`config.mk`:
```
export PLATFORM = sky130hd
export DESIGN_NAME = rv32_branch_unit
export DESIGN_NICKNAME = d
export VERILOG_FILES = /design/src/hdl/rv32_types.sv /design/src/hdl/rv32_branch_unit.sv
export SDC_FILE = /design/constraint.sdc
export NUM_CORES = 1
export LEC_CHECK = 0
export ABC_AREA = 1
export BUFFER_PORTS_ARGS = -buffer_cell sky130_fd_sc_hd__buf_4
export CAP_MARGIN = 25
export CELL_PAD_IN_SITES_DETAIL_PLACEMENT = 1
export CELL_PAD_IN_SITES_GLOBAL_PLACEMENT = 1
export CORE_MARGIN = 2
export CORE_UTILIZATION = 30
export DETAILED_ROUTE_END_ITERATION = 8
export MAX_ROUTING_LAYER = met4
export PLACE_DENSITY = 0.94
export REMOVE_ABC_BUFFERS = 1
export SLEW_MARGIN = 20
export SYNTH_ARGS = -nofsm -noshare
export SYNTH_HDL_FRONTEND = slang
export SYNTH_SLANG_ARGS = --single-unit
```
`constraint.sdc`:
```
create_clock -name vclk -period 2.3
set_input_delay 0.115 -clock vclk [all_inputs]
set_output_delay 0.115 -clock vclk [all_outputs]
set_load 0.005 [all_outputs]
```
`src/hdl/rv32_types.sv`:
```
//####################################################################
// Shared types for the RV32IM execute stage and its GRNG extension
// Struct field order is the bit layout seen by the pipeline buffers
//####################################################################
`default_nettype none

package rv32_types;

    localparam int XLEN = 32;

    // Sequential pc step, also the link value offset for JAL/JALR
    localparam logic [XLEN-1:0] RV_PC_STEP = 32'd4;

    // addi x0, x0, 0
    localparam logic [XLEN-1:0] RV_NOP = 32'h0000_0013;

    // GRNG LFSR constants, taps 64, 63, 61 and 60 in right-shift form
    localparam logic [63:0] GRNG_TAPS = 64'hD800_0000_0000_0000;
    localparam logic [63:0] GRNG_RESET_STATE = 64'h9E37_79B9_7F4A_7C15;
    // Mean of sixteen uniform nibbles
    localparam logic [9:0] GRNG_OFFSET = 10'd120;

    typedef logic [XLEN-1:0] rv32_word;

    typedef enum logic [2:0] {
        FMT_R,
        FMT_I,
        FMT_S,
        FMT_B,
        FMT_U,
        FMT_J
    } instr_type_t;

    typedef enum logic [1:0] {
        BYPASS_NONE,
        BYPASS_EXEC_BUFF,
        BYPASS_MEM_BUFF
    } bypass_sel_t;

    typedef enum logic [2:0] {
        ALU_IN_ZERO,
        ALU_IN_REG_1,
        ALU_IN_REG_2,
        ALU_IN_PC,
        ALU_IN_IMM
    } alu_in_sel_t;

    typedef enum logic [3:0] {
        ALU_ADD,
        ALU_SUB,
        ALU_SLL,
        ALU_SLT,
        ALU_SLTU,
        ALU_XOR,
        ALU_SRL,
        ALU_SRA,
        ALU_OR,
        ALU_AND,
        ALU_PASS2
    } int_alu_op_t;

    // BR_ALWAYS serves JAL and JALR
    typedef enum logic [2:0] {
        BR_NONE,
        BEQ,
        BNE,
        BLT,
        BGE,
        BLTU,
        BGEU,
        BR_ALWAYS
    } branch_op_t;

    typedef enum logic [1:0] {
        MUL,
        MULH,
        MULHSU,
        MULHU
    } mul_op_t;

    typedef enum logic [2:0] {
        WB_NONE,
        WB_PC4,
        WB_INT_ALU,
        WB_STORE,
        WB_MUL_UNIT,
        WB_GRNG
    } wb_src_t;

    // Index 0 is rs1, index 1 is rs2
    typedef struct packed {
        instr_type_t t;
        bypass_sel_t [2:0] bypass_rs;
        alu_in_sel_t [1:0] int_alu_input;
        int_alu_op_t int_alu_op;
        branch_op_t branch_op;
        mul_op_t mul_op;
        wb_src_t wb_result_src;
        logic grng_enable;
        logic grng_seed;
        logic reg_write;
    } decoded_instr_t;

    typedef struct packed {
        rv32_word instr;
        rv32_word pc;
        rv32_word [2:0] reg_data;
        decoded_instr_t decoded_instr;
    } decode_exec_buffer_t;

    typedef struct packed {
        rv32_word instr;
        rv32_word pc;
        decoded_instr_t decoded_instr;
        rv32_word mem_addr;
        rv32_word wb_result;
    } exec_mem_buffer_t;

    // Control word of an empty slot
    function automatic decoded_instr_t create_nop_ctrl();
        decoded_instr_t ctrl;
        ctrl.t = FMT_I;
        ctrl.bypass_rs = {BYPASS_NONE, BYPASS_NONE, BYPASS_NONE};
        ctrl.int_alu_input = {ALU_IN_ZERO, ALU_IN_ZERO};
        ctrl.int_alu_op = ALU_ADD;
        ctrl.branch_op = BR_NONE;
        ctrl.mul_op = MUL;
        ctrl.wb_result_src = WB_NONE;
        ctrl.grng_enable = 1'b0;
        ctrl.grng_seed = 1'b0;
        ctrl.reg_write = 1'b0;
        return ctrl;
    endfunction

endpackage

`default_nettype wire

```
`src/hdl/rv32_branch_unit.sv`:
```
//####################################################################
// Branch decision from rs1/rs2, target is computed by the ALU
//####################################################################
`default_nettype none

module rv32_branch_unit (
    input  rv32_types::rv32_word   op1,
    input  rv32_types::rv32_word   op2,
    input  rv32_types::branch_op_t branch_op,
    output logic                   do_branch
);
    import rv32_types::*;

    logic equal;
    logic less_signed;
    logic less_unsigned;

    assign equal = (op1 == op2);
    assign less_signed = ($signed(op1) < $signed(op2));
    assign less_unsigned = (op1 < op2);

    always_comb begin
        case (branch_op)
            BEQ:       do_branch = equal;
            BNE:       do_branch = !equal;
            BLT:       do_branch = less_signed;
            BGE:       do_branch = !less_signed;
            BLTU:      do_branch = less_unsigned;
            BGEU:      do_branch = !less_unsigned;
            BR_ALWAYS: do_branch = 1'b1;
            default:   do_branch = 1'b0;
        endcase
    end

endmodule

`default_nettype wire

```
# Yosys cells after proc, flatten, opt, wreduce, memory -nomap -nowiden

Cells that the tools add are included.
Widths: inputs -> output; s select.

$lt $le $gt $ge: 2
Reductions and logical operators: 3
Equal/unequal tests: 8
Multiplexer cells: 1

Operators by type and width:

| operator           | count |
|---|---|
| $lt 32x32->1       | 2 |
| $eq 32x32->1       | 1 |
| $eq 3x3->1 const B | 4 |
| $pmux 1 s7         | 1 |
| $eq 3x2->1 const B | 2 |
| $eq 3x1->1 const B | 1 |
| $logic_not 1->1    | 3 |

Input bits: 67
Register bits: 0

# Longest topological paths before layout

Depth in word-level cells: 3
Gate-level depth with buffers: 18
Gate-level depth less buffers: 18

# Least setup slack after synthesis

No wires, ideal clock.

Path type: input to output
Start point: input op2[31]
End point: output do_branch
Path buffers: 0
Path slack: 0.864 ns
Stages: 13
Arrival: 1.321 ns
Path through: inv_1 -> ha_1 -> nand2_1 -> nor2_2 -> nand2_1 -> nor4_2 -> nand2_1 -> nand2_2 -> nand2_1 -> nand3_2 -> nand2_1 -> nor2_1 -> nand2_1

Word-level cells in the longest chain between the ends: 3

Ends and longest elaborated chain:

| what                                      | line                                                                   | source |
|---|---|---|
| start, declared                           | rv32_branch_unit.sv:8                                                  | `input rv32_types::rv32_word op2,` |
| $lt 32x32->1 (tied with other cells)      | rv32_branch_unit.sv:20                                                 | `assign less_unsigned = (op1 < op2);` |
| $logic_not 1->1, on equally long branches | rv32_branch_unit.sv:29, rv32_branch_unit.sv:25, rv32_branch_unit.sv:27 |  |
| $pmux 1 s7 (*)                            | rv32_branch_unit.sv:23                                                 | `case (branch_op)` |
| end, declared                             | rv32_branch_unit.sv:10                                                 | `output logic do_branch` |

Every way passes the cells marked *; elsewhere a longest branch is shown, timed or not.

# Final worst setup path

Start point: input op1[23]
End point: output do_branch

Word-level cells in the longest chain between the ends: 3

Ends and longest elaborated chain:

| what                                      | line                                                                   | source |
|---|---|---|
| start, declared                           | rv32_branch_unit.sv:7                                                  | `input rv32_types::rv32_word op1,` |
| $lt 32x32->1 (tied with other cells)      | rv32_branch_unit.sv:20                                                 |  |
| $logic_not 1->1, on equally long branches | rv32_branch_unit.sv:29, rv32_branch_unit.sv:25, rv32_branch_unit.sv:27 |  |
| $pmux 1 s7 (*)                            | rv32_branch_unit.sv:23                                                 |  |

Marked as above.

==> metrics.yaml <==
outcome:
  status: "complete, no violations"
grt:
  grt_pass1_vias: 1374
  grt_pass1_wl_mm: 5.382
  grt_antenna_before_repair: 0
  grt_max_degree: 7
  overflow: 0
  grt_usage: 0.1895
sta:
  period_needed_ns: 1.811
  slew_headroom: 0.7917
  timing.final.crit_share: 0.7872
  fin_tns_setup_ns: 0
  timing.fmax_mhz: 552.3
  hold_viol_final: 0
  tightest_slew_ns: 0.3095
  slew_viol_final: 0
  rsz0062_at_grt: "no"
  setup_viol: 0
placed_design:
  post-dp-hpwl_mm: 3.048
  placedCellCount: 282
  gp_congestion: 0.7532
  io_buffers: 68
power:
  peakVddDrop_mv: 0.05509
  clock_power_share: 0
  power_switching_uw: 116.8
  pwr-share-seq: 0
  p_sw_frac: 0.4508
  p_leak_uw: 0.001002
  power_frac_comb: 1.000
  p_per_area_nw_per_um2: 165.9
  internal-power_uw: 142.3
yosys:
  synth-simple-area-share: 0.3090
  synth_compound_area_frac: 0.1118
  synth_mux_area_frac: 0
  synth-xor-area-share: 0
  synth_top_family_by_area: "adder cells"
  syn_inst: 170
  synth-seq-area-share: 0
  synth-adder-area-share: 0.4020
  syn_area_um2: 996.0
  avgSynthCellArea_um2: 5.859
  synth_cell_type_count: 18
  yosysWarningCount: 0
worst_setup_path:
  crit_buf_inv: 3
  crit_family: "simple AND/OR/NAND/NOR gates"
  start_kind: "input port"
  critPathKind: "in2out"
  cp_max_fo: 3
  cp_slowest_stage_delay_ns: 0.29
  end_kind: "output pin"
  critPathArrivalTime_ns: 1.70
  cp_data_required_time_ns: 2.18
  crit_top_cell: "nand2_1"
  path_cells: "buf_4, ha_1, nand2_1, nor2_1, inv_1, nor4_2, nand2_1, nand2_2, nand2_1, nand3_2, nand2_1, nor2_1, nand2_1, buf_4"
  critPathSlowestCell: "ha_1"
floorplanning:
  coreArea_um2: 3103
  num_io_pins: 68
  dieArea_um2: 3797
  die_h_um: 61.62
  rows: 20
  die_w_um: 61.62
  start_util: 0.3210
drt:
  drc: 0
  num_vias: 1290
  via_per_inst: 4.574
  dr.pass1.iters: 3
  ant_nets: 0
  drt-total-wl_mm: 3.148
  drtIter0Drc: 11
  detail_route.wl_per_cell_um: 11.16
cells_and_area:
  fillCellCount: 451
  clock_buffers: 0
  drive_gt1_frac: 0.3151
  seq_area_um2: 0
  stdcell_count: 282
  n_antenna_cell: 0
  final_cell_mix: "buf_4 (68), inv_1 (46), nand2_1 (43)"
  final_common_cell: "buf_4"
  seq_cells: 0
  area_growth_pct: 56.78
  nets: 339
  multi_input_area_um2: 819.5
cts:
  postCtsSetupRepairBufs: 0
  cts_resized: 0
  hold_buffers: 0
flow_run:
  drv_cap: 0
worst_hold_path:
  hold_path.class: "in2out"
synth_stat cells, drive strengths merged:
library cell / number / area [µm²]
nand3: 7 / 40.04
a21oi: 15 / 78.83
o21ai: 2 / 10.01
nand2: 44 / 167.7
inv: 47 / 176.4
ha: 32 / 400.4
nor4: 2 / 18.77
a21o: 1 / 7.510
o21a: 2 / 15.01
nor2: 13 / 53.80
nand4: 2 / 12.51
nor3: 3 / 15.01
per-layer routing:
layer	track usage	vias to the layer above	part of all wire
li1	-	670	-
met1	0.1863	590	0.36
met2	0.4120	26	0.61
met3	0.002101	4	0.020
met4	0.01824	0	0.0089
met5	-	-	0
path summary, 6_finish.rpt:
check                        start         to  slack [ns]  cells after the start
worst max-delay path       op1[23]  do_branch        0.49                     14
worst min-delay path  branch_op[2]  do_branch        0.66                      5
power groups by stage:
stage / Clock (µW) / Sequential (µW) / Combinational (µW)
floorplan: 0 / 0 / 131
global placement: 0 / 0 / 246
detailed placement: 0 / 0 / 263
CTS: 0 / 0 / 264
global route: 0 / 0 / 300
finish: 0 / 0 / 259
cells by family (layout without fill, tap and decap cells):
| kind of cell | after synthesis | count (layout) |
|---|---|---|
| AO/OA/AOI/OAI | 20 | 20 |
| adder cells (fa/ha/maj) | 32 | 32 |
| buffers and inverters | 47 | 115 |
| AND/OR/NAND/NOR | 71 | 71 |
per-stage QoR:
| stage | cell area, µm² | power (µW) | setup WS [ns] | hold slack, ns | util |
|---|---|---|---|---|---|
| finish | 1562 | 259.0 | 0.4894 | 0.6580 | 0.5032 |
| global route | 1562 | 299.6 | 0.2649 | 0.7126 | 0.5032 |
| CTS | 1562 | 264.3 | 0.4712 | 0.6613 | 0.5032 |
| detailed placement | 1562 | 263.0 | 0.4728 | 0.6613 | 0.5032 |
| global placement | 1562 | 246.2 | 0.5540 | 0.6413 | 0.5032 |
| floorplan | 996.0 | 130.7 | 0.8636 | 0.4045 | - |
area by class of cell:
cell class,instances,share of cell area
Timing Repair Buffer,68,0.3269
Tap cell,44,0.03526
Inverter,47,0.1130
Multi-Input combinational cell,123,0.5248
(Power assumes the default switching activity.)
