===== src/hdl/rv32_types.sv =====
//####################################################################
// Shared types for the RV32IM execute stage and its GRNG extension
// Struct field order is the bit layout seen by the pipeline buffers
//####################################################################
`default_nettype none

package rv32_types;

    localparam int XLEN = 32;

    // Sequential pc step, also the link value offset for JAL/JALR
    localparam logic [XLEN-1:0] RV_PC_STEP = 32'd4;

    // addi x0, x0, 0
    localparam logic [XLEN-1:0] RV_NOP = 32'h0000_0013;

    // GRNG LFSR constants, taps 64, 63, 61 and 60 in right-shift form
    localparam logic [63:0] GRNG_TAPS = 64'hD800_0000_0000_0000;
    localparam logic [63:0] GRNG_RESET_STATE = 64'h9E37_79B9_7F4A_7C15;
    // Mean of sixteen uniform nibbles
    localparam logic [9:0] GRNG_OFFSET = 10'd120;

    typedef logic [XLEN-1:0] rv32_word;

    typedef enum logic [2:0] {
        FMT_R,
        FMT_I,
        FMT_S,
        FMT_B,
        FMT_U,
        FMT_J
    } instr_type_t;

    typedef enum logic [1:0] {
        BYPASS_NONE,
        BYPASS_EXEC_BUFF,
        BYPASS_MEM_BUFF
    } bypass_sel_t;

    typedef enum logic [2:0] {
        ALU_IN_ZERO,
        ALU_IN_REG_1,
        ALU_IN_REG_2,
        ALU_IN_PC,
        ALU_IN_IMM
    } alu_in_sel_t;

    typedef enum logic [3:0] {
        ALU_ADD,
        ALU_SUB,
        ALU_SLL,
        ALU_SLT,
        ALU_SLTU,
        ALU_XOR,
        ALU_SRL,
        ALU_SRA,
        ALU_OR,
        ALU_AND,
        ALU_PASS2
    } int_alu_op_t;

    // BR_ALWAYS serves JAL and JALR
    typedef enum logic [2:0] {
        BR_NONE,
        BEQ,
        BNE,
        BLT,
        BGE,
        BLTU,
        BGEU,
        BR_ALWAYS
    } branch_op_t;

    typedef enum logic [1:0] {
        MUL,
        MULH,
        MULHSU,
        MULHU
    } mul_op_t;

    typedef enum logic [2:0] {
        WB_NONE,
        WB_PC4,
        WB_INT_ALU,
        WB_STORE,
        WB_MUL_UNIT,
        WB_GRNG
    } wb_src_t;

    // Index 0 is rs1, index 1 is rs2
    typedef struct packed {
        instr_type_t t;
        bypass_sel_t [2:0] bypass_rs;
        alu_in_sel_t [1:0] int_alu_input;
        int_alu_op_t int_alu_op;
        branch_op_t branch_op;
        mul_op_t mul_op;
        wb_src_t wb_result_src;
        logic grng_enable;
        logic grng_seed;
        logic reg_write;
    } decoded_instr_t;

    typedef struct packed {
        rv32_word instr;
        rv32_word pc;
        rv32_word [2:0] reg_data;
        decoded_instr_t decoded_instr;
    } decode_exec_buffer_t;

    typedef struct packed {
        rv32_word instr;
        rv32_word pc;
        decoded_instr_t decoded_instr;
        rv32_word mem_addr;
        rv32_word wb_result;
    } exec_mem_buffer_t;

    // Control word of an empty slot
    function automatic decoded_instr_t create_nop_ctrl();
        decoded_instr_t ctrl;
        ctrl.t = FMT_I;
        ctrl.bypass_rs = {BYPASS_NONE, BYPASS_NONE, BYPASS_NONE};
        ctrl.int_alu_input = {ALU_IN_ZERO, ALU_IN_ZERO};
        ctrl.int_alu_op = ALU_ADD;
        ctrl.branch_op = BR_NONE;
        ctrl.mul_op = MUL;
        ctrl.wb_result_src = WB_NONE;
        ctrl.grng_enable = 1'b0;
        ctrl.grng_seed = 1'b0;
        ctrl.reg_write = 1'b0;
        return ctrl;
    endfunction

endpackage

`default_nettype wire


===== src/hdl/rv32_mul_unit.sv =====
//####################################################################
// RV32M multiply, single cycle, full 64-bit product
//####################################################################
`default_nettype none

module rv32_mul_unit (
    input  rv32_types::rv32_word op1,
    input  rv32_types::rv32_word op2,
    input  rv32_types::mul_op_t  opsel,
    output rv32_types::rv32_word result
);
    import rv32_types::*;

    logic op1_signed;
    logic op2_signed;
    logic signed [32:0] op1_ext;
    logic signed [32:0] op2_ext;
    logic signed [65:0] product;

    // MUL low word is the same for any signedness
    assign op1_signed = (opsel == MULH) || (opsel == MULHSU);
    assign op2_signed = (opsel == MULH);

    // One extra bit lets a single signed multiplier cover all variants
    assign op1_ext = $signed({op1_signed & op1[31], op1});
    assign op2_ext = $signed({op2_signed & op2[31], op2});

    assign product = op1_ext * op2_ext;

    always_comb begin
        case (opsel)
            MUL:     result = product[31:0];
            default: result = product[63:32];
        endcase
    end

endmodule

`default_nettype wire


===== config.mk =====
export PLATFORM = sky130hd
export DESIGN_NAME = rv32_mul_unit
export DESIGN_NICKNAME = d
export VERILOG_FILES = /design/src/hdl/rv32_types.sv /design/src/hdl/rv32_mul_unit.sv
export SDC_FILE = /design/constraint.sdc
export NUM_CORES = 2
export LEC_CHECK = 0
export BUFFER_PORTS_ARGS = -buffer_cell sky130_fd_sc_hd__buf_2
export CAP_MARGIN = 20
export CELL_PAD_IN_SITES_DETAIL_PLACEMENT = 0
export CELL_PAD_IN_SITES_GLOBAL_PLACEMENT = 1
export CORE_MARGIN = 2
export CORE_UTILIZATION = 40
export DETAILED_ROUTE_END_ITERATION = 10
export GPL_TIMING_DRIVEN = 0
export PLACE_DENSITY = 0.67
export REMOVE_ABC_BUFFERS = 1
export SLEW_MARGIN = 20
export SYNTH_ARGS = -nofsm -noshare
export SYNTH_HDL_FRONTEND = slang
export SYNTH_SLANG_ARGS = --single-unit

===== constraint.sdc =====
create_clock -name vclk -period 11.8
set_clock_uncertainty 0.2 [all_clocks]
set_input_delay 1.77 -clock vclk [all_inputs]
set_output_delay 1.77 -clock vclk [all_outputs]
set_load 0.02 [all_outputs]

# Word-level counts from Yosys, hierarchy flattened
# Index checks and enable logic that the tools add are counted.
dict set report op_classes {
  n_mul 1
  eq_ne 2
  muxes 1
  n_bitwise 2
  reduce_logical 2
}
# op count
set ops {}
lappend ops {{$mul 33x33->64} 1}
lappend ops {{$mux 32} 1}
lappend ops {{$and 1x1->1} 2}
lappend ops {{$eq 2x1->1 const B} 1}
lappend ops {{$eq 2x2->1 const B} 1}
lappend ops {{$logic_not 2->1} 1}
lappend ops {{$logic_or 1x1->1} 1}
dict set report word_totals {
  ff_bits 0
  in_bits 66
  output_inout_bits 32
  wordCells 8
}

# Logic depth before layout (Yosys ltp)
dict set report depth {
  depth_word 5
  mapped_depth 34
  mapped_depth_nobuf 31
}

# Worst setup path before layout
# OpenSTA, ideal clock, no wires.
dict set report synth_timing {
  path_type {input to output}
  start {in opsel[1]}
  end {out result[29]}
  t_arrival_ps 9972
  required_time_ps 9830
  path_slack_ps -142
  cell_stages 33
  n_path_buf 2
  path_cell_list {inv_1 > ha_1 > and2_1 > clkbuf_1 > clkbuf_1 > nand2_1 > inv_1 > fa_1 > inv_1 > fa_1 > inv_1 > fa_1 > fa_1 > inv_1 > fa_1 > inv_1 > fa_1 > inv_1 > fa_1 > fa_1 > inv_1 > ha_1 > inv_1 > nor2_1 > nand2_1 > or3_1 > o221a_2 > o21ai_1 > a311oi_1 > o21ai_1 > a31oi_1 > xor2_1 > o21ai_1}
}
dict set report synth_via {
  elab_chain_len 5
  elab_cells_between_ends 8
  cone_classes {mul (1); eq/ne (2); mux (1); bitwise (2); reduce/logical (2)}
}
# item line
set synth_rtl {}
lappend synth_rtl {{start: declaration} rv32_mul_unit.sv:9} ;# input rv32_types::mul_op_t opsel,
lappend synth_rtl {{$eq 2x1->1 / $eq 2x2->1 (equally long branches)} {rv32_mul_unit.sv:21, rv32_mul_unit.sv:22}}
lappend synth_rtl {{$logic_or 1x1->1} rv32_mul_unit.sv:21} ;# assign op1_signed = (opsel == MULH) || (opsel == MULHSU);
lappend synth_rtl {{$and 1x1->1} rv32_mul_unit.sv:25} ;# assign op1_ext = $signed({op1_signed & op1[31], op1});
lappend synth_rtl {{$mul 33x33->64} rv32_mul_unit.sv:28} ;# assign product = op1_ext * op2_ext;
lappend synth_rtl {{$mux 32 (*)} rv32_mul_unit.sv:31} ;# case (opsel)
lappend synth_rtl {{end: declaration} rv32_mul_unit.sv:10} ;# output rv32_types::rv32_word result
# Every way passes the cells marked *; elsewhere a longest branch is shown, timed or not.

# Worst setup path after layout
dict set report layout_timing {
  start {in opsel[0]}
  end {out result[29]}
}
# Same word-level chain as after synthesis.

==> reports/results.txt <==
Max-cap check violation count = 0
Multi-input combinational cell area = 33500 um^2
Mean number of vias per cell = 4.96
Area taken by flip-flops and latches = 0 um^2
Number of standard cells after synthesis = 4316
Maximum fanout along the worst path = 10
Wire length of the first global-routing pass = 176000 um
Unrepaired setup endpoints after global routing = yes
Fraction of synthesized cell area taken by the top area cell type = 58.8%
Total Nets Final = 5649
Part of the Yosys area used for sequential elements = 0%
Final setup violation count = 0
CP required = 9830 ps
Final weighted congestion in routability-driven placement = 0.866
Number of pins exceeding their max-slew limit in the final report = 0
Status = finished clean
Worst Tran Pin Value = 1000 ps
Endpoint of the worst hold path = result[0]
Height of the chip = 313 um
Mapped Area = 38300 um^2
Initial core utilization = 40.3%
Overall die area = 98300 um^2
CP peak stage delay = 620 ps
Number of hold violations in the final report = 0
Upper clock frequency limit = 85.3 MHz
CP endpoint kind = output pin
Antenna-violating nets left = 0
Mean instance size in the synthesized netlist = 8.88 um^2
Dominant cells by area after synthesis = fa_1 (59%), inv_1 (12%), nand2_1 (8.2%)
Share of the cycle needed by the critical path after routing = 99.3%
Area of the placeable core = 95000 um^2
Final-layout clock buffer total = 0
Placed standard-cell area = 39600 um^2
Drt pass-1 iters = 6
Detailed Route Iter0 Violations = 1358
Number of port buffers = 98
Gr usage total = 23.2%
Element type at the critical path start = input port
Number of sequential storage elements = 0
Post-route design area = 40900 um^2
Class of the tightest hold or removal check = input port to output pin
Summed negative setup slack over all endpoints = 0 ps
Worst setup path class = input port to output pin
Pin count of the biggest net entering global routing = 68
Min-delay src = op2[0]
Total via count in the routed design = 27357
GRT overflow = 0
Unique cell type count in the Yosys netlist = 61
CTS Hold Bufs = 0
Number of antenna violations at the first check in global routing = 4
Via count of the first global-routing pass = 30565
Worst rel slew slack = 33.3%
Filler Cells Inserted = 9555
Area overhead of the layout relative to synthesis = 6.65%
Final wirelength = 109000 um
Arrival time of the worst setup path = 9750 ps
Largest area contributor in the synthesized netlist = fa_1
Slowest stage cell, crit path = fa_2
Startpoint of the worst setup timing path = opsel[0]
Worst hold stages = 4
Number of rows in the core area = 113
Sum of net half-perimeters after detailed placement = 85700 um
Most Frequent Cell on Critical Path = fa_1
Count of unresolved DRC violations after routing = 0
Share of post-route cells with drive strength above 1 = 6.74%
Die X-Extent = 313 um
Post-layout min period = 11720 ps
Number of warning messages in the yosys log = 0
Ports = 98
Drt wl/cell = 19.7 um
synthesized netlist by cell type (4+ instances only):
cell type / number
inv_1: 1196
fa_1: 1125
nand2_1: 832
and2_1: 275
clkbuf_1: 221
ha_1: 214
nor2_1: 59
o21ai_0: 55
a21oi_1: 54
xnor2_1: 46
a21o_1: 41
xor2_1: 29
and3_1: 21
nand3_1: 19
nand4_1: 12
a31oi_1: 9
or2_2: 9
o21ai_1: 8
o21bai_1: 8
nand2b_1: 7
nor3_1: 7
buf_2: 5
a211oi_1: 4
nor2b_1: 4
o21a_1: 4
worst max path at each step:
stage                 end  cells after the start
2_1_floorplan  result[25]                     31
3_3_place_gp   result[25]                     33
3_5_place_dp   result[25]                     31
4_1_cts        result[29]                     32
5_1_grt        result[29]                     35
6_report       result[29]                     33
metal layers:
layer	vias up	share of wire (%)	global-route usage, %
met1	14538	44	32.9
met5	-	0	0
met4	0	2.0	3.72
li1	12002	-	-
met2	708	49	39.9
met3	109	4.9	1.77
cell families (layout without fill, tap and decap cells):
kind of cell	Yosys count	in the layout	share of synthesized area, %
muxes	3	3	0.0816
and+or+nand+nor	1255	1255	14.6
other	0	4	0
xor gates and xnor gates	75	75	1.71
buffers and inverters	1424	1350	14.0
AOI/OAI and AO/OA	220	220	3.82
adders and majority gates	1339	1339	65.8
worst max-delay path, delay by kind of cell:
kind / cells / cell delay [ps]
xor+xnor: 1 / 100
buf+inv: 11 / 1110
fa+ha+maj: 10 / 4590
compound gates: 7 / 1390
simple gates: 4 / 760
layout make-up:
class / instances / area share [%]
multi-input combinational: 2892 / 81.9
inverter: 1196 / 11.0
tap: 1265 / 3.87
timing repair buffer: 154 / 3.13
antenna: 4 / 0.0245
through the flow:
stage          worst slack, ps  util (%)  instances  hold WS [ps]
3_5_place_dp             -2260      41.6       5452          4340
6_report                  80.8      43.0       5511          4170
4_1_cts                  -19.6      42.2       5471          4210
5_1_grt                   -157      43.0       5508          4160
2_1_floorplan            -97.3         -       4088          3610
3_3_place_gp             -2510      41.6       5451          4340
cell usage in the layout (no fill, tap or decap), types with 4 or more instances in the layout:
cell	count
inv_1	1173
fa_1	1117
nand2_1	826
and2_1	271
ha_1	191
buf_4	70
nor2_1	56
a21oi_1	46
xnor2_1	45
a21o_1	40
o21ai_0	35
buf_2	34
buf_6	33
xor2_1	29
and3_1	19
nand3_1	18
inv_2	16
o21ai_1	16
ha_4	15
nand4_1	12
o21ai_2	12
or2_2	9
o21bai_1	8
a21oi_2	8
fa_2	8
ha_2	8
clkbuf_4	8
a31oi_1	7
nand2b_1	6
buf_8	6
clkinvlp_4	5
diode_2	4
and2_4	4
o21a_1	4
nor3_2	4
nor2b_1	4
timing repair:
item                       CTS  global route
pin swaps                   19            54
gates resized for setup    136           132
setup endpoints to repair   32            28
buffers inserted            19            36
Power is not shown: default switching activity piles up to over one toggle a cycle in this logic, so the estimate is an artifact.
