`config.mk`:
```
export PLATFORM = sky130hd
export DESIGN_NAME = rv32_immediate_gen
export DESIGN_NICKNAME = d
export VERILOG_FILES = /design/src/hdl/rv32_types.sv /design/src/hdl/rv32_immediate_gen.sv
export SDC_FILE = /design/constraint.sdc
export NUM_CORES = 1
export LEC_CHECK = 0
export BUFFER_PORTS_ARGS = -buffer_cell sky130_fd_sc_hd__clkbuf_2
export CAP_MARGIN = 10
export CORE_AREA = 2 2 39 41
export DETAILED_ROUTE_END_ITERATION = 10
export DIE_AREA = 0 0 41 43
export PLACE_DENSITY_LB_ADDON = 0.1
export SLEW_MARGIN = 30
export SYNTH_ARGS = -nofsm -noshare
export SYNTH_HDL_FRONTEND = slang
export SYNTH_SLANG_ARGS = --single-unit
```
`constraint.sdc`:
```
create_clock -name vclk -period 2.91
set_input_delay 0.582 -clock vclk [all_inputs]
set_output_delay 0.582 -clock vclk [all_outputs]
set_load 0.05 [all_outputs]
```
`src/hdl/rv32_types.sv`:
```
//####################################################################
// Shared types for the RV32IM execute stage and its GRNG extension
// Struct field order is the bit layout seen by the pipeline buffers
//####################################################################
`default_nettype none

package rv32_types;

    localparam int XLEN = 32;

    // Sequential pc step, also the link value offset for JAL/JALR
    localparam logic [XLEN-1:0] RV_PC_STEP = 32'd4;

    // addi x0, x0, 0
    localparam logic [XLEN-1:0] RV_NOP = 32'h0000_0013;

    // GRNG LFSR constants, taps 64, 63, 61 and 60 in right-shift form
    localparam logic [63:0] GRNG_TAPS = 64'hD800_0000_0000_0000;
    localparam logic [63:0] GRNG_RESET_STATE = 64'h9E37_79B9_7F4A_7C15;
    // Mean of sixteen uniform nibbles
    localparam logic [9:0] GRNG_OFFSET = 10'd120;

    typedef logic [XLEN-1:0] rv32_word;

    typedef enum logic [2:0] {
        FMT_R,
        FMT_I,
        FMT_S,
        FMT_B,
        FMT_U,
        FMT_J
    } instr_type_t;

    typedef enum logic [1:0] {
        BYPASS_NONE,
        BYPASS_EXEC_BUFF,
        BYPASS_MEM_BUFF
    } bypass_sel_t;

    typedef enum logic [2:0] {
        ALU_IN_ZERO,
        ALU_IN_REG_1,
        ALU_IN_REG_2,
        ALU_IN_PC,
        ALU_IN_IMM
    } alu_in_sel_t;

    typedef enum logic [3:0] {
        ALU_ADD,
        ALU_SUB,
        ALU_SLL,
        ALU_SLT,
        ALU_SLTU,
        ALU_XOR,
        ALU_SRL,
        ALU_SRA,
        ALU_OR,
        ALU_AND,
        ALU_PASS2
    } int_alu_op_t;

    // BR_ALWAYS serves JAL and JALR
    typedef enum logic [2:0] {
        BR_NONE,
        BEQ,
        BNE,
        BLT,
        BGE,
        BLTU,
        BGEU,
        BR_ALWAYS
    } branch_op_t;

    typedef enum logic [1:0] {
        MUL,
        MULH,
        MULHSU,
        MULHU
    } mul_op_t;

    typedef enum logic [2:0] {
        WB_NONE,
        WB_PC4,
        WB_INT_ALU,
        WB_STORE,
        WB_MUL_UNIT,
        WB_GRNG
    } wb_src_t;

    // Index 0 is rs1, index 1 is rs2
    typedef struct packed {
        instr_type_t t;
        bypass_sel_t [2:0] bypass_rs;
        alu_in_sel_t [1:0] int_alu_input;
        int_alu_op_t int_alu_op;
        branch_op_t branch_op;
        mul_op_t mul_op;
        wb_src_t wb_result_src;
        logic grng_enable;
        logic grng_seed;
        logic reg_write;
    } decoded_instr_t;

    typedef struct packed {
        rv32_word instr;
        rv32_word pc;
        rv32_word [2:0] reg_data;
        decoded_instr_t decoded_instr;
    } decode_exec_buffer_t;

    typedef struct packed {
        rv32_word instr;
        rv32_word pc;
        decoded_instr_t decoded_instr;
        rv32_word mem_addr;
        rv32_word wb_result;
    } exec_mem_buffer_t;

    // Control word of an empty slot
    function automatic decoded_instr_t create_nop_ctrl();
        decoded_instr_t ctrl;
        ctrl.t = FMT_I;
        ctrl.bypass_rs = {BYPASS_NONE, BYPASS_NONE, BYPASS_NONE};
        ctrl.int_alu_input = {ALU_IN_ZERO, ALU_IN_ZERO};
        ctrl.int_alu_op = ALU_ADD;
        ctrl.branch_op = BR_NONE;
        ctrl.mul_op = MUL;
        ctrl.wb_result_src = WB_NONE;
        ctrl.grng_enable = 1'b0;
        ctrl.grng_seed = 1'b0;
        ctrl.reg_write = 1'b0;
        return ctrl;
    endfunction

endpackage

`default_nettype wire

```
`src/hdl/rv32_immediate_gen.sv`:
```
//####################################################################
// Immediate builder for the base RV32 formats, R format yields zero
//####################################################################
`default_nettype none

module rv32_immediate_gen (
    input  rv32_types::instr_type_t instr_type,
    input  rv32_types::rv32_word    instruction,
    output rv32_types::rv32_word    immediate
);
    import rv32_types::*;

    logic sign;

    assign sign = instruction[31];

    always_comb begin
        case (instr_type)
            FMT_I: begin
                immediate = {{20{sign}}, instruction[31:20]};
            end
            FMT_S: begin
                immediate = {{20{sign}}, instruction[31:25], instruction[11:7]};
            end
            // Branch offsets are even, bit 0 is implied
            FMT_B: begin
                immediate = {{19{sign}}, sign, instruction[7], instruction[30:25],
                             instruction[11:8], 1'b0};
            end
            FMT_U: begin
                immediate = {instruction[31:12], 12'b0};
            end
            FMT_J: begin
                immediate = {{11{sign}}, sign, instruction[19:12], instruction[20],
                             instruction[30:21], 1'b0};
            end
            default: begin
                immediate = '0;
            end
        endcase
    end

endmodule

`default_nettype wire

```
* Yosys cells after proc, flatten, opt, wreduce, memory -nomap -nowiden *
Index checks and enable logic that the tools add are counted.

cells by class
  equality and inequality tests = 5
  multiplexer cells = 1

operator list
  operator                                                         number
  32-bit case mux with 5 select lines                              1
  3-bit by 2-bit == test with 1-bit output, second input constant  2
  3-bit == test, second input constant                             2
  3-bit by 1-bit == test with 1-bit output, second input constant  1

storage, ports and cells
  flip-flop bits (word level) = 0
  logic and storage cells = 6
  output and inout bits = 32
  input port bits = 35

* Logic depth before layout (Yosys ltp) *
Gate-level depths: netlist (run 1).

  depth after elaboration = 2
  depth in mapped cells = 5
  mapped depth without buffers = 3

* Worst setup path after synthesis (run 1) *
No wires, ideal clock.

  path kind = input to output
  start point = input instr_type[0]
  end point = output immediate[20]
  arrival time = 2.204 ns
  path buffers = 2
  setup slack = 0.124 ns
  cell stages on the path = 5
  data required time = 2.328 ns
  cells stage by stage = buf_2 and2b_1 buf_4 nand2_1 o21ai_0

between the ends
  cells in the longest elaborated chain, start to end = 2
  elaborated cells between the ends (all ways) = 6
  classes of those cells = 5 x eq/ne; 1 x mux

ends and longest elaborated chain
  item                                         RTL line                  text
  start, declared                              rv32_immediate_gen.sv:7   input rv32_types::instr_type_t instr_type,
  3-bit == test, or another cell as far along  rv32_immediate_gen.sv:18  case (instr_type)
  32-bit case mux with 5 select lines (*)      rv32_immediate_gen.sv:18
  end, declared                                rv32_immediate_gen.sv:9   output rv32_types::rv32_word immediate

Every way passes the cells marked *; elsewhere a longest branch is shown, timed or not.

* Worst setup path after layout (run 1) *
  start point = input instr_type[1]
  end point = output immediate[23]

The elaborated chain is that of the path after synthesis.

==> results of run 1 <==
where the power goes:
group          total [mW]  leakage, nW  switching (mW)  internal [mW]
logic               0.217        0.443           0.161         0.0558
clock network           0            0               0              0
registers               0            0               0              0
total               0.217        0.443           0.161         0.0558
path summary, 6_finish.rpt:
path,startpoint,end,cells after the start
hold / removal,instruction[25],immediate[25],4
setup / recovery,instr_type[1],immediate[23],5
stage by stage:
stage / setup WS (ps) / instance area, um^2
after global placement: 304 / 684
after floorplan: 124 / 390
after detailed placement: 307 / 684
final: 315 / 684
after global routing: 171 / 684
after CTS: 310 / 684
metal layers:
layer | vias up | part of all wire (%) | track usage, %
li1 | 341 | - | -
met1 | 283 | 40 | 19.6
met2 | 36 | 48 | 25.6
met3 | 0 | 12 | 0.524
met4 | 0 | 0 | 0
met5 | - | 0 | 0
cell usage in the layout (no fill, tap or decap):
cell	instances
a21o_1	8
a21oi_1	1
a22o_1	3
a311oi_1	1
a31o_2	1
and2_1	6
and2b_1	1
buf_4	1
clkbuf_2	60
nand2_1	15
nand2b_1	1
nor2_1	3
nor2b_1	1
nor2b_2	1
nor2b_4	1
nor3b_2	1
o21a_1	1
o21ai_0	10
o21ai_1	3
o22a_1	1
or2_1	1
kinds of logic after synthesis:
| family | Yosys count | synth area share, % |
|---|---|---|
| buf+inv | 6 | 8.65 |
| simple gates | 31 | 42.6 |
| compound gates | 29 | 48.7 |
layout make-up:
class	count	share of cell area, %
repair buffers	61	45.0
well taps	16	2.93
multi-input cells	60	52.1
==> impl_metrics.json, run 1 <==
{
  "worst_ir_drop_vdd_mv": 0.168,
  "multiInputGateArea_um2": 357,
  "path_cells": "clkbuf_2, nor2b_4, o21ai_1, o21ai_0, clkbuf_2",
  "vias": 660,
  "drv_slew": 0,
  "hp-class": "in2out",
  "cts_resized": 0,
  "start_kind": "primary input",
  "synth_area_um2": 390,
  "core_area_mm2": 0.00138,
  "cp_max_fo": 20,
  "cp.arrival_ps": 2010,
  "critical_path.max_stage_delay_ps": 510,
  "setup_viol": 0,
  "drc": 0,
  "yosys_warnings": 0,
  "initial_core_util_pct": 28.2,
  "synth_top_area_share_pct": 15.4,
  "outcome": "finished, final reports clean",
  "cts_setup_buffers": 0,
  "seq_cells": 0,
  "port_buffers": 60,
  "post-route-util_pct": 49.5,
  "grt_usage_pct": 14.5,
  "overflow": 0,
  "end_kind": "output port",
  "diodes": 0,
  "dp.cells": 137,
  "antenna_found_initial": 0,
  "final_nets": 158,
  "grt_pass1_wl_um": 1990,
  "avgSynthCellArea_um2": 5.91,
  "seq_area_frac_synth_pct": 0,
  "path_common_cell": "clkbuf_2",
  "ys_types": 22,
  "maxCapViolCount": 0,
  "rsz0062_at_grt": "no",
  "fin_setup_tns_ps": 0,
  "syn_inst": 66,
  "critical_path_class": "in2out",
  "final.period_utilization_pct": 89.2,
  "yosys.area.top_type": "a21o_1",
  "drt_iter0_drc": 1,
  "worstMarginPinSlew_ps": 614,
  "vias_per_cell": 4.82,
  "dr.pass1.iters": 2,
  "n_fill_cell": 158,
  "layout.cells.non_filler": 137,
  "gp_congestion": 0.620,
  "ant_nets": 0,
  "path_delay_family": "compound AO/OA/AOI/OAI gates",
  "drive_above_1_share_pct": 53.7,
  "dieArea_mm2": 0.00176,
  "hold_viol": 0,
  "syn_nets": 101,
  "yosysMostFrequentCell": "nand2_1",
  "slowest_stage": "o21ai_1",
  "worst_hold_slack_ps": 1570,
  "ctsHoldBuffers": 0,
  "path_buf_inv": 2,
  "pwr_density_cell_mw_per_mm2": 317,
  "io_pins": 67,
  "grt_pass1_vias": 496,
  "die_h_um": 43,
  "avgRoutedWirePerCell_um": 9.70,
  "synthTopCellsByCount": "15 x nand2_1, 10 x o21ai_0, 8 x a21o_1",
  "p_leak_nw": 0.443,
  "finalPower_mw": 0.217,
  "max_freq_mhz": 385,
  "synthTopCellsByArea": "a21o_1 15%, nand2_1 14%, o21ai_0 13%",
  "die_w_um": 41,
  "wl_um": 1330,
  "grt_max_degree": 21,
  "worstPathRequired_ps": 2330,
  "nClkBuffers": 0,
  "rows": 14,
  "relSlewSlack_pct": 58.8,
  "fin_crit_ps": 2590,
  "area_delta_synth_final_pct": 75.3,
  "regArea_um2": 0
}
Note: power is estimated with default switching activity, not from simulation.
==> run 2, diff against run 1 <==
- REMOVE_ABC_BUFFERS: default -> 1
==> impl_metrics.json, run 2 (synthesis gave the netlist of run 1 again) <==
{
  "outcome": "finished, final reports clean",
  "nClkBuffers": 0,
  "maxCapViolCount": 0,
  "end_kind": "output port",
  "diodes": 0,
  "rsz0062_at_grt": "no",
  "min_to": "immediate[29]",
  "max_freq_mhz": 369,
  "die_h_um": 43,
  "avgRoutedWirePerCell_um": 10.3,
  "cp.arrival_ps": 2120,
  "ant_nets": 0,
  "hold_viol": 0,
  "relSlewSlack_pct": 55.5,
  "placed_area_um2": 677,
  "post-route-util_pct": 48.9,
  "n_fill_cell": 155,
  "area_delta_synth_final_pct": 73.4,
  "drive_above_1_share_pct": 53.3,
  "regArea_um2": 0,
  "core_area_mm2": 0.00138,
  "cts_setup_buffers": 0,
  "port_buffers": 60,
  "drt_iter0_drc": 6,
  "final.period_utilization_pct": 93.0,
  "fin_crit_ps": 2710,
  "hp-start": "instruction[29]",
  "grt_pass1_wl_um": 1930,
  "fin_setup_tns_ps": 0,
  "vias": 651,
  "grt_usage_pct": 14.3,
  "fin_area_um2": 677,
  "wl_um": 1400,
  "drc": 0,
  "cts_resized": 0,
  "hp-class": "in2out",
  "vias_per_cell": 4.79,
  "gp_congestion": 0.689,
  "critical_path_class": "in2out",
  "worstMarginPinSlew_ps": 664,
  "overflow": 0,
  "whs_path_depth": 4,
  "setup_viol": 0,
  "dr.pass1.iters": 3,
  "dieArea_mm2": 0.00176,
  "seq_cells": 0,
  "rows": 14,
  "start_kind": "primary input",
  "initial_core_util_pct": 28.2,
  "io_pins": 67,
  "worst_ir_drop_vdd_mv": 0.156,
  "final_common_cell": "clkbuf_2",
  "antenna_found_initial": 0,
  "final_nets": 157,
  "pwr_density_cell_mw_per_mm2": 320,
  "grt_max_degree": 21,
  "die_w_um": 41,
  "final_cell_mix": "60 x clkbuf_2, 15 x nand2_1, 10 x o21ai_0",
  "grt_pass1_vias": 491,
  "ctsHoldBuffers": 0,
  "worstPathRequired_ps": 2330,
  "cp_max_fo": 20,
  "multiInputGateArea_um2": 357,
  "p_leak_nw": 0.438,
  "drv_slew": 0
}
## run 2: changes by cell type in the layout (fill, tap and decap cells not counted), sizes merged
cell,change
buf,-1
## run 2: worst max path at each step
| stage | startpoint | to | slack (ps) | cells after the start |
|---|---|---|---|---|
| global placement | instr_type[1] | immediate[24] | 290 | 5 |
| detailed placement | instr_type[1] | immediate[20] | 270 | 5 |
| global route | instr_type[1] | immediate[27] | 70 | 5 |
| CTS | instr_type[1] | immediate[20] | 280 | 5 |
| finish | instr_type[1] | immediate[20] | 200 | 5 |
| floorplan | instr_type[0] | immediate[20] | 250 | 3 |
## run 2: layout make-up
cell class / instances / share of cell area [%]
multi-input cells: 60 / 52.7
repair buffers: 60 / 44.4
well taps: 16 / 2.96
## run 2: metal layers
metal / up-vias / GRT usage (%) / wire [um]
met2: 29 / 27.2 / 666
met1: 281 / 17.7 / 614
met3: 0 / 0 / 119
met5: - / 0 / 0
met4: 0 / 0 / 0
li1: 341 / - / -
## run 2: where the power goes
part / internal, mW / switching (mW) / total (mW)
logic: 0.0550 / 0.162 / 0.217
registers: 0 / 0 / 0
clock network: 0 / 0 / 0
## run 2: metrics by stage
stage	worst slack, ps	power [mW]	hold slack, ps	instances
floorplan	254	0.157	1340	60
global placement	293	0.216	1570	136
detailed placement	274	0.218	1570	136
CTS	276	0.218	1570	136
global route	69.7	0.231	1590	136
finish	203	0.217	1570	136
## run 2: critical path, cell delays in order
cell	delay [ps]
clkbuf_2	240
nor2b_4	220
o21ai_1	550
o21ai_0	240
clkbuf_2	290
