<file path="src/hdl/rv32_types.sv">
//####################################################################
// Shared types for the RV32IM execute stage and its GRNG extension
// Struct field order is the bit layout seen by the pipeline buffers
//####################################################################
`default_nettype none

package rv32_types;

    localparam int XLEN = 32;

    // Sequential pc step, also the link value offset for JAL/JALR
    localparam logic [XLEN-1:0] RV_PC_STEP = 32'd4;

    // addi x0, x0, 0
    localparam logic [XLEN-1:0] RV_NOP = 32'h0000_0013;

    // GRNG LFSR constants, taps 64, 63, 61 and 60 in right-shift form
    localparam logic [63:0] GRNG_TAPS = 64'hD800_0000_0000_0000;
    localparam logic [63:0] GRNG_RESET_STATE = 64'h9E37_79B9_7F4A_7C15;
    // Mean of sixteen uniform nibbles
    localparam logic [9:0] GRNG_OFFSET = 10'd120;

    typedef logic [XLEN-1:0] rv32_word;

    typedef enum logic [2:0] {
        FMT_R,
        FMT_I,
        FMT_S,
        FMT_B,
        FMT_U,
        FMT_J
    } instr_type_t;

    typedef enum logic [1:0] {
        BYPASS_NONE,
        BYPASS_EXEC_BUFF,
        BYPASS_MEM_BUFF
    } bypass_sel_t;

    typedef enum logic [2:0] {
        ALU_IN_ZERO,
        ALU_IN_REG_1,
        ALU_IN_REG_2,
        ALU_IN_PC,
        ALU_IN_IMM
    } alu_in_sel_t;

    typedef enum logic [3:0] {
        ALU_ADD,
        ALU_SUB,
        ALU_SLL,
        ALU_SLT,
        ALU_SLTU,
        ALU_XOR,
        ALU_SRL,
        ALU_SRA,
        ALU_OR,
        ALU_AND,
        ALU_PASS2
    } int_alu_op_t;

    // BR_ALWAYS serves JAL and JALR
    typedef enum logic [2:0] {
        BR_NONE,
        BEQ,
        BNE,
        BLT,
        BGE,
        BLTU,
        BGEU,
        BR_ALWAYS
    } branch_op_t;

    typedef enum logic [1:0] {
        MUL,
        MULH,
        MULHSU,
        MULHU
    } mul_op_t;

    typedef enum logic [2:0] {
        WB_NONE,
        WB_PC4,
        WB_INT_ALU,
        WB_STORE,
        WB_MUL_UNIT,
        WB_GRNG
    } wb_src_t;

    // Index 0 is rs1, index 1 is rs2
    typedef struct packed {
        instr_type_t t;
        bypass_sel_t [2:0] bypass_rs;
        alu_in_sel_t [1:0] int_alu_input;
        int_alu_op_t int_alu_op;
        branch_op_t branch_op;
        mul_op_t mul_op;
        wb_src_t wb_result_src;
        logic grng_enable;
        logic grng_seed;
        logic reg_write;
    } decoded_instr_t;

    typedef struct packed {
        rv32_word instr;
        rv32_word pc;
        rv32_word [2:0] reg_data;
        decoded_instr_t decoded_instr;
    } decode_exec_buffer_t;

    typedef struct packed {
        rv32_word instr;
        rv32_word pc;
        decoded_instr_t decoded_instr;
        rv32_word mem_addr;
        rv32_word wb_result;
    } exec_mem_buffer_t;

    // Control word of an empty slot
    function automatic decoded_instr_t create_nop_ctrl();
        decoded_instr_t ctrl;
        ctrl.t = FMT_I;
        ctrl.bypass_rs = {BYPASS_NONE, BYPASS_NONE, BYPASS_NONE};
        ctrl.int_alu_input = {ALU_IN_ZERO, ALU_IN_ZERO};
        ctrl.int_alu_op = ALU_ADD;
        ctrl.branch_op = BR_NONE;
        ctrl.mul_op = MUL;
        ctrl.wb_result_src = WB_NONE;
        ctrl.grng_enable = 1'b0;
        ctrl.grng_seed = 1'b0;
        ctrl.reg_write = 1'b0;
        return ctrl;
    endfunction

endpackage

`default_nettype wire

</file>
<file path="src/hdl/clt_grng_16.sv">
//####################################################################
// Gaussian-like sample from the sum of sixteen LFSR nibbles
// Output range is -120 to 120, consecutive samples are correlated
// Seeding has priority over stepping
//####################################################################
`default_nettype none

module clt_grng_16 (
    input  logic                 clk,
    input  logic                 resetn,
    input  logic                 enable,
    input  logic                 set_seed,
    input  rv32_types::rv32_word seed,
    output rv32_types::rv32_word sample
);
    import rv32_types::*;

    logic [63:0] state;
    logic [63:0] state_step;
    logic [7:0] nibble_sum;
    logic [9:0] centered;

    // Galois step, feedback from bit 0
    assign state_step = state[0] ? ((state >> 1) ^ GRNG_TAPS) : (state >> 1);

    always_ff @(posedge clk) begin
        if (!resetn) begin
            state <= GRNG_RESET_STATE;
        end else if (set_seed) begin
            // Inverted lower half keeps the state nonzero for any seed
            state <= {seed, ~seed};
        end else if (enable) begin
            state <= state_step;
        end
    end

    always_comb begin
        nibble_sum = '0;
        for (int i = 0; i < 16; i++) begin
            nibble_sum = nibble_sum + {4'b0, state[4*i +: 4]};
        end
        centered = {2'b00, nibble_sum} - GRNG_OFFSET;
    end

    assign sample = {{22{centered[9]}}, centered};

    // All-zero state would lock the LFSR
    a_state_nonzero: assert property (
        @(posedge clk) disable iff (!resetn) state != '0
    ) else $error("GRNG LFSR state reached zero");

endmodule

`default_nettype wire

</file>
<file path="config.mk">
export PLATFORM = sky130hd
export DESIGN_NAME = clt_grng_16
export DESIGN_NICKNAME = d
export VERILOG_FILES = /design/src/hdl/rv32_types.sv /design/src/hdl/clt_grng_16.sv
export SDC_FILE = /design/constraint.sdc
export NUM_CORES = 1
export LEC_CHECK = 0
export BUFFER_PORTS_ARGS = -buffer_cell sky130_fd_sc_hd__buf_4
export CAP_MARGIN = 20
export CORE_UTILIZATION = 55
export CTS_BUF_LIST = sky130_fd_sc_hd__clkbuf_2 sky130_fd_sc_hd__clkbuf_4 sky130_fd_sc_hd__clkbuf_8
export DETAILED_ROUTE_END_ITERATION = 10
export PLACE_DENSITY = 0.77
export SETUP_SLACK_MARGIN = 0.5
export SKIP_LAST_GASP = 1
export SYNTH_ARGS = -nofsm -noshare
export SYNTH_HDL_FRONTEND = slang
export SYNTH_SLANG_ARGS = --single-unit
</file>
<file path="constraint.sdc">
create_clock -name clk -period 8.1 [get_ports clk]
set_clock_uncertainty 0.1 [all_clocks]
set_input_delay 0.405 -clock clk [delete_from_list [all_inputs] [get_ports clk]]
set_output_delay 0.405 -clock clk [all_outputs]
set_load 0.01 [all_outputs]
</file>
### Word level (Yosys, flattened, before mapping)

Index checks and enable logic that the tools add are counted.

* input bits: 36
* output and inout port bits: 32
* bits in registers: 64

* bitwise logic cells: 2
* add/sub/neg operators: 16
* reduce and logical (&&, ||, !) cells: 1
* muxes and demuxes: 3

Operators by type and width (count)
* two-way mux 64 bit: 3
* adder 8 x 4 -> 8 bit: 11
* inverter 32 bit: 1
* subtractor 8 x 7 -> 9 bit, second input constant: 1
* adder 7 x 4 -> 8 bit: 1
* adder 6 x 4 -> 7 bit: 1
* adder 5 x 4 -> 6 bit: 1
* adder 4 x 4 -> 5 bit: 1
* inverter 3 -> 4 bit: 1
* nonzero test 2 bit: 1

### Logic depth before layout (Yosys ltp)

Gate-level depths: netlist (run 1).

* depth after elaboration: 16
* depth in mapped cells: 18
* mapped depth without buffers: 17

### Least setup slack after synthesis (run 1)

Ideal clock, no wire load.

* path kind: reg-to-output
* start: register state[14]
* end: output sample[10]
* path buffers: 1
* stages on the path, launching flop included: 17
* required time: 7595 ps
* slack: 1652 ps
* arrival time: 5943 ps
* path through: dfxtp_1 > inv_1 > fa_1 > inv_1 > fa_1 > fa_1 > fa_1 > fa_1 > inv_1 > fa_1 > inv_1 > ha_1 > fa_1 > a21o_1 > a21o_1 > a31oi_1 > buf_4

* word-level cells in the longest chain between the ends: 14

RTL lines
* from (decl): line clt_grng_16.sv:18 `logic [63:0] state;`
* from (signal assigned): line clt_grng_16.sv:31 `state <= {seed, ~seed};`
* from (signal assigned): line clt_grng_16.sv:33 `state <= state_step;`
* adder 6 x 4 -> 7 bit: line clt_grng_16.sv:40 `nibble_sum = nibble_sum + {4'b0, state[4*i +: 4]};`
* adder 7 x 4 -> 8 bit: line clt_grng_16.sv:40
* adder 8 x 4 -> 8 bit (11 in series): line clt_grng_16.sv:40
* subtractor 8 x 7 -> 9 bit: line clt_grng_16.sv:42 `centered = {2'b00, nibble_sum} - GRNG_OFFSET;`
* to (decl): line clt_grng_16.sv:14 `output rv32_types::rv32_word sample`

No other way between the ends.

### Worst setup path after layout (run 1)

* start: register state[13]
* end: output sample[14]

Same word-level chain as after synthesis.

==> results.yml, run 1 <==
setup_path:
  cp_max_fo: 24
  path_cells: "inv_1 -> fa_1 -> inv_1 -> fa_1 -> fa_1 -> inv_1 -> fa_1 -> fa_1 -> inv_1 -> fa_1 -> ha_1 -> fa_1 -> a21o_1 -> a21o_1 -> a31oi_2 -> buf_4"
  slowest_delay_ps: 760
  worst_path_most_repeated_cell: "fa_1"
  cp.required_ps: 7600
  critPathKind: "reg2out"
  worstPathArrival_ps: 6190
  cp-startpoint: "state[13]"
  cpMaxStageDelayCell: "a31oi_2"
  r2r_start: "state[0]"
  start_kind: "flop"
  worstSetupEndpointType: "output pin"
yosys:
  yosysUniqueCellTypes: 36
  syn_inst: 543
  ys_seq_area_frac: 0.249
  ys_seq_elements: 64
  syn_area_per_cell_um2: 9.48
  synth_warnings: 0
  syn-num-nets: 653
  syn_area_mm2: 0.00514
clock_network:
  cts_root_buffer: "clkbuf_8"
  path_clk_slew_ps: 70
  cts.sinks: 64
  post_cts_resized: 0
  post_cts_buffers: 0
  numCtsBuffers: 9
  holdBufCountCts: 0
  clk_latency_ps: 350
  cts_max_path_buffers: 2
  htree_levels: 3
  cts_tree: "built"
floorplan:
  io_pins: 68
  die_w_um: 98.7
  rows: 34
  core_area_mm2: 0.00889
  start_util: 0.579
  die-height_um: 98.7
  fp.dieArea_mm2: 0.00975
finish:
  area_delta_synth_final_pct: 9.95
  largest_register: "state"
  layout_commonest_cell: "inv_1"
  fin_util: 0.636
  nFillCells: 731
  antenna_cells: 0
  nets: 681
  largest_reg_flops: 64
  largestRegisters: "state (64)"
  final_cell_mix: "inv_1 (107), buf_4 (67), dfxtp_1 (64)"
  final_layout_size_suffix_gt1_frac: 0.200
timing:
  rsz0062_at_grt: "no"
  fmax_ghz: 0.149
  final_max_slew_viol_count: 0
  period_needed_ps: 6700
  hold_viol_final: 0
  fin_tns_setup_ps: 0
  period_share: 0.827
  max_slew.worst_pin.slew_ps: 940
  setup_violations: 0
  hold-worst-slack_ps: 173
  relSlewSlack: 0.373
routing:
  wirelength_mm: 10.8
  routedWlPerCell_um: 15.8
  drc: 0
  routed_via_density: 5.18
  drt-pass1-iter-count: 4
  antenna_left: 0
  vias: 3541
  first_iter_violations: 168
grt:
  antenna_found_initial: 0
  grt_pass1_vias: 3668
  grt_pass1_wl_mm: 17.7
  top_usage_layer: "met2"
  grt.met2_usage: 0.395
  grt_max_degree: 97
  grt_overflow: 0
  grt_util_met1: 0.314
  use_met3: 0.0638
  track_usage: 0.241
placement:
  dpl.hpwl_mm: 8.15
  io_buffers: 67
  place.gp.congestion: 0.849
run:
  max_cap_violations: 0
status:
  status: "finished, final reports clean"
hold_path:
  hp-start: "seed[13]"
  hp-class: "in2reg"
[logic make-up after synthesis]
| family | synth area share |
|---|---|
| AND/OR/NAND/NOR | 0.0931 |
| buffers and inverters | 0.147 |
| XOR/XNOR | 0.0119 |
| flip-flops | 0.249 |
| adder cells (fa/ha/maj) | 0.263 |
| AO/OA/AOI/OAI | 0.0983 |
| multiplexers | 0.137 |
[synthesized netlist by cell type]
cell type / n / area share
a2111oi_1: 1 / 0.0019
a211o_1: 3 / 0.0051
a211oi_1: 10 / 0.015
a21boi_1: 1 / 0.0015
a21o_1: 3 / 0.0044
a21oi_1: 1 / 0.00097
a31oi_1: 1 / 0.0012
and2_1: 11 / 0.013
buf_2: 6 / 0.0058
buf_4: 24 / 0.035
buf_6: 7 / 0.015
buf_8: 1 / 0.0029
clkbuf_1: 11 / 0.0080
clkbuf_2: 2 / 0.0019
dfxtp_1: 64 / 0.25
fa_1: 57 / 0.22
ha_1: 17 / 0.041
inv_1: 107 / 0.078
mux2_2: 1 / 0.0022
mux2_4: 27 / 0.079
mux2i_1: 29 / 0.056
nand2_1: 55 / 0.040
nand3_1: 2 / 0.0019
nand3b_1: 1 / 0.0015
nor2_1: 12 / 0.0088
nor2b_1: 18 / 0.022
nor3b_1: 1 / 0.0015
nor4b_1: 1 / 0.0017
o211a_1: 5 / 0.0097
o21a_1: 10 / 0.015
o21ai_0: 15 / 0.015
o21ai_1: 29 / 0.028
o31ai_1: 1 / 0.0015
or2_2: 2 / 0.0024
xnor2_1: 5 / 0.0085
xor2_1: 2 / 0.0034
[area by class of cell]
type,count,area (µm²),share of cell area
Clock buffer,9,124,0.0219
Clock inverter,7,71.3,0.0126
Inverter,107,402,0.0710
Multi-Input combinational cell,321,3110,0.550
Sequential cell,64,1280,0.226
Tap cell,108,135,0.0239
Timing Repair Buffer,68,531,0.0938
[routing by layer]
metal  part of all wire  routed length [µm]
met5                  0                   0
met4              0.022                 234
met3              0.044                 478
met2               0.49                5280
met1               0.44                4780
[worst max-delay path: cells and delay by family (launching register included)]
family | cells | cell delay, ps
adders and majority gates | 8 | 3800
buffers and inverters | 5 | 510
DFF | 1 | 390
AOI/OAI and AO/OA | 3 | 1150
[stage by stage]
step                cells  area, µm²  setup WS, ps
floorplan             543       5140          1650
global placement      667       5430          1940
detailed placement    667       5430          1780
CTS                   683       5630          1360
global route          684       5660          1090
finish                684       5660          1400
[worst paths after layout]
path	to	slack, ps	depth (start not counted)
worst max-delay path	sample[14]	1400	16
worst min-delay path	state[45]	170	3
worst max register to register	state[62]	6810	3
worst min register to register	state[37]	490	2
Power of run 1 is not shown: default switching activity piles up to over one toggle a cycle in this logic, so the estimate is an artifact.
==> inputs of run 2 (changes only) <==
--- a/config.mk
+++ b/config.mk
@@ -10,7 +10,7 @@
 export CORE_UTILIZATION = 55
 export CTS_BUF_LIST = sky130_fd_sc_hd__clkbuf_2 sky130_fd_sc_hd__clkbuf_4 sky130_fd_sc_hd__clkbuf_8
 export DETAILED_ROUTE_END_ITERATION = 10
-export PLACE_DENSITY = 0.77
+export PLACE_DENSITY = 0.8
 export SETUP_SLACK_MARGIN = 0.5
 export SKIP_LAST_GASP = 1
 export SYNTH_ARGS = -nofsm -noshare
==> constraint.sdc (replaced) <==
create_clock -name clk -period 6.1 [get_ports clk]
set_clock_uncertainty 0.1 [all_clocks]
set_input_delay 0.305 -clock clk [delete_from_list [all_inputs] [get_ports clk]]
set_output_delay 0.305 -clock clk [all_outputs]
set_load 0.01 [all_outputs]
==> run 2 against run 1 <==
Against the previous run: die area is the same; hold slack lost 98 ps; first-iteration DRC count shrank 8.9%; clock-buffer cell count grew 1; via count grew 4.9%; register-to-register slack lost 2000 ps; sequential cell count is the same; sequential share of layout area shrank 0.88 points; critical path depth grew 1; non-clock buffer count grew 22; routed wire length grew 8.6%.
==> results.yml, run 2 (synthesis results as in run 1) <==
clock_network:
  cts_max_path_buffers: 2
  holdBufCountCts: 0
  cts_root_buffer: "clkbuf_8"
  clk_latency_ps: 350
  htree_levels: 3
  cts.sinks: 64
  numCtsBuffers: 9
  cts_tree: "built"
  path_clk_slew_ps: 80
finish:
  multi_input_area_mm2: 0.00325
  layout_commonest_cell: "inv_1"
  final_layout_size_suffix_gt1_frac: 0.310
  largest_register: "state"
  antenna_cells: 0
  area_delta_synth_final_pct: 17.3
  largestRegisters: "state (64)"
  nFillCells: 635
  final_cell_mix: "inv_1 (93), buf_4 (79), nand2_1 (55)"
  nets: 705
  largest_reg_flops: 64
  seqCellArea_mm2: 0.00131
setup_path:
  ff2ff_path_depth: 3
  cp_max_fo: 6
  worstPathArrival_ps: 5340
  cp.required_ps: 5690
  cp-endpoint: "sample[11]"
  r2r_start: "state[35]"
  cp-startpoint: "state[36]"
  r2r_slack_ps: 4810
  critPathKind: "reg2out"
  worstSetupEndpointType: "output pin"
  start_kind: "flop"
  worst_r2r_endpoint: "state[35]"
grt:
  grt_max_degree: 97
  antenna_found_initial: 0
  grt_pass1_vias: 3896
  grt_pass1_wl_mm: 19.2
  grt_overflow: 0
  track_usage: 0.255
floorplan:
  io_pins: 68
  core_area_mm2: 0.00889
  die-height_um: 98.7
  fp.dieArea_mm2: 0.00975
  start_util: 0.579
  die_w_um: 98.7
  rows: 34
routing:
  routedWlPerCell_um: 16.5
  antenna_left: 0
  wirelength_mm: 11.7
  drt-pass1-iter-count: 6
  vias: 3715
  routed_via_density: 5.25
  drc: 0
  first_iter_violations: 153
timing:
  fin_tns_setup_ps: 0
  rsz0062_at_grt: "yes"
  period_share: 0.941
  fmax_ghz: 0.174
  setup_violations: 0
  period_needed_ps: 5740
  max_slew.worst_pin.slew_ps: 1120
  hold_viol_final: 0
  relSlewSlack: 0.254
  final_max_slew_viol_count: 0
placement:
  place.gp.congestion: 0.838
  dpl.hpwl_mm: 8.15
  io_buffers: 67
hold_path:
  hp-class: "in2reg"
status:
  status: "finished, final reports clean"
run:
  max_cap_violations: 0
[run 2: routing by layer]
| metal | vias up | routed length, µm | GRT usage |
|---|---|---|---|
| met1 | 1804 | 5090 | 0.329 |
| met3 | 26 | 537 | 0.0525 |
| met2 | 118 | 5740 | 0.430 |
| met4 | 0 | 335 | 0.0850 |
| li1 | 1767 | - | - |
| met5 | - | 0 | 0 |
[run 2: final cells by class]
type,count,area share
clock inverters,6,0.0112
well taps,108,0.0224
multi-input cells,323,0.538
inverters,107,0.0665
clock buffers,10,0.0228
repair buffers,90,0.122
flip-flops and latches,64,0.218
[run 2: critical path, stage by stage (launching register included)]
cell     delay, ps
dfxtp_4        360
fa_1           570
inv_2           50
fa_1           500
buf_4          170
ha_4           150
or2_4          240
fa_1           530
inv_2           50
fa_2           560
inv_2           40
fa_2           360
ha_4           180
fa_2           350
a21o_1         170
a21o_4         240
a31oi_4        290
buf_4          190
[run 2: how the worst min path moves through the flow]
| stage | cells after the start | from | to |
|---|---|---|---|
| 2_1_floorplan | 2 | seed[14] | state[46] |
| 3_3_place_gp | 3 | seed[25] | state[57] |
| 3_5_place_dp | 3 | seed[25] | state[57] |
| 4_1_cts | 3 | seed[25] | state[57] |
| 5_1_grt | 3 | seed[13] | state[45] |
| 6_report | 3 | seed[25] | state[57] |
[run 2: repair_timing]
action                     4_1_cts  5_1_grt
setup endpoints to repair       26       26
pin swaps                        6        7
resized for setup               38       18
buffers inserted                19        4
cloned                           2        0
[run 2: through the flow]
step | hold WS, ps | cells | setup WS, ps | cell area [µm²] | util
3_5_place_dp | 437 | 667 | 472 | 5470 | 0.615
3_3_place_gp | 435 | 667 | 561 | 5470 | 0.615
4_1_cts | 73.4 | 704 | 418 | 5930 | 0.667
5_1_grt | 91.8 | 708 | 231 | 6040 | 0.679
6_report | 75.4 | 708 | 358 | 6040 | 0.679
2_1_floorplan | 333 | 543 | 509 | 5270 | -
Power of run 2 is left out for the same reason.
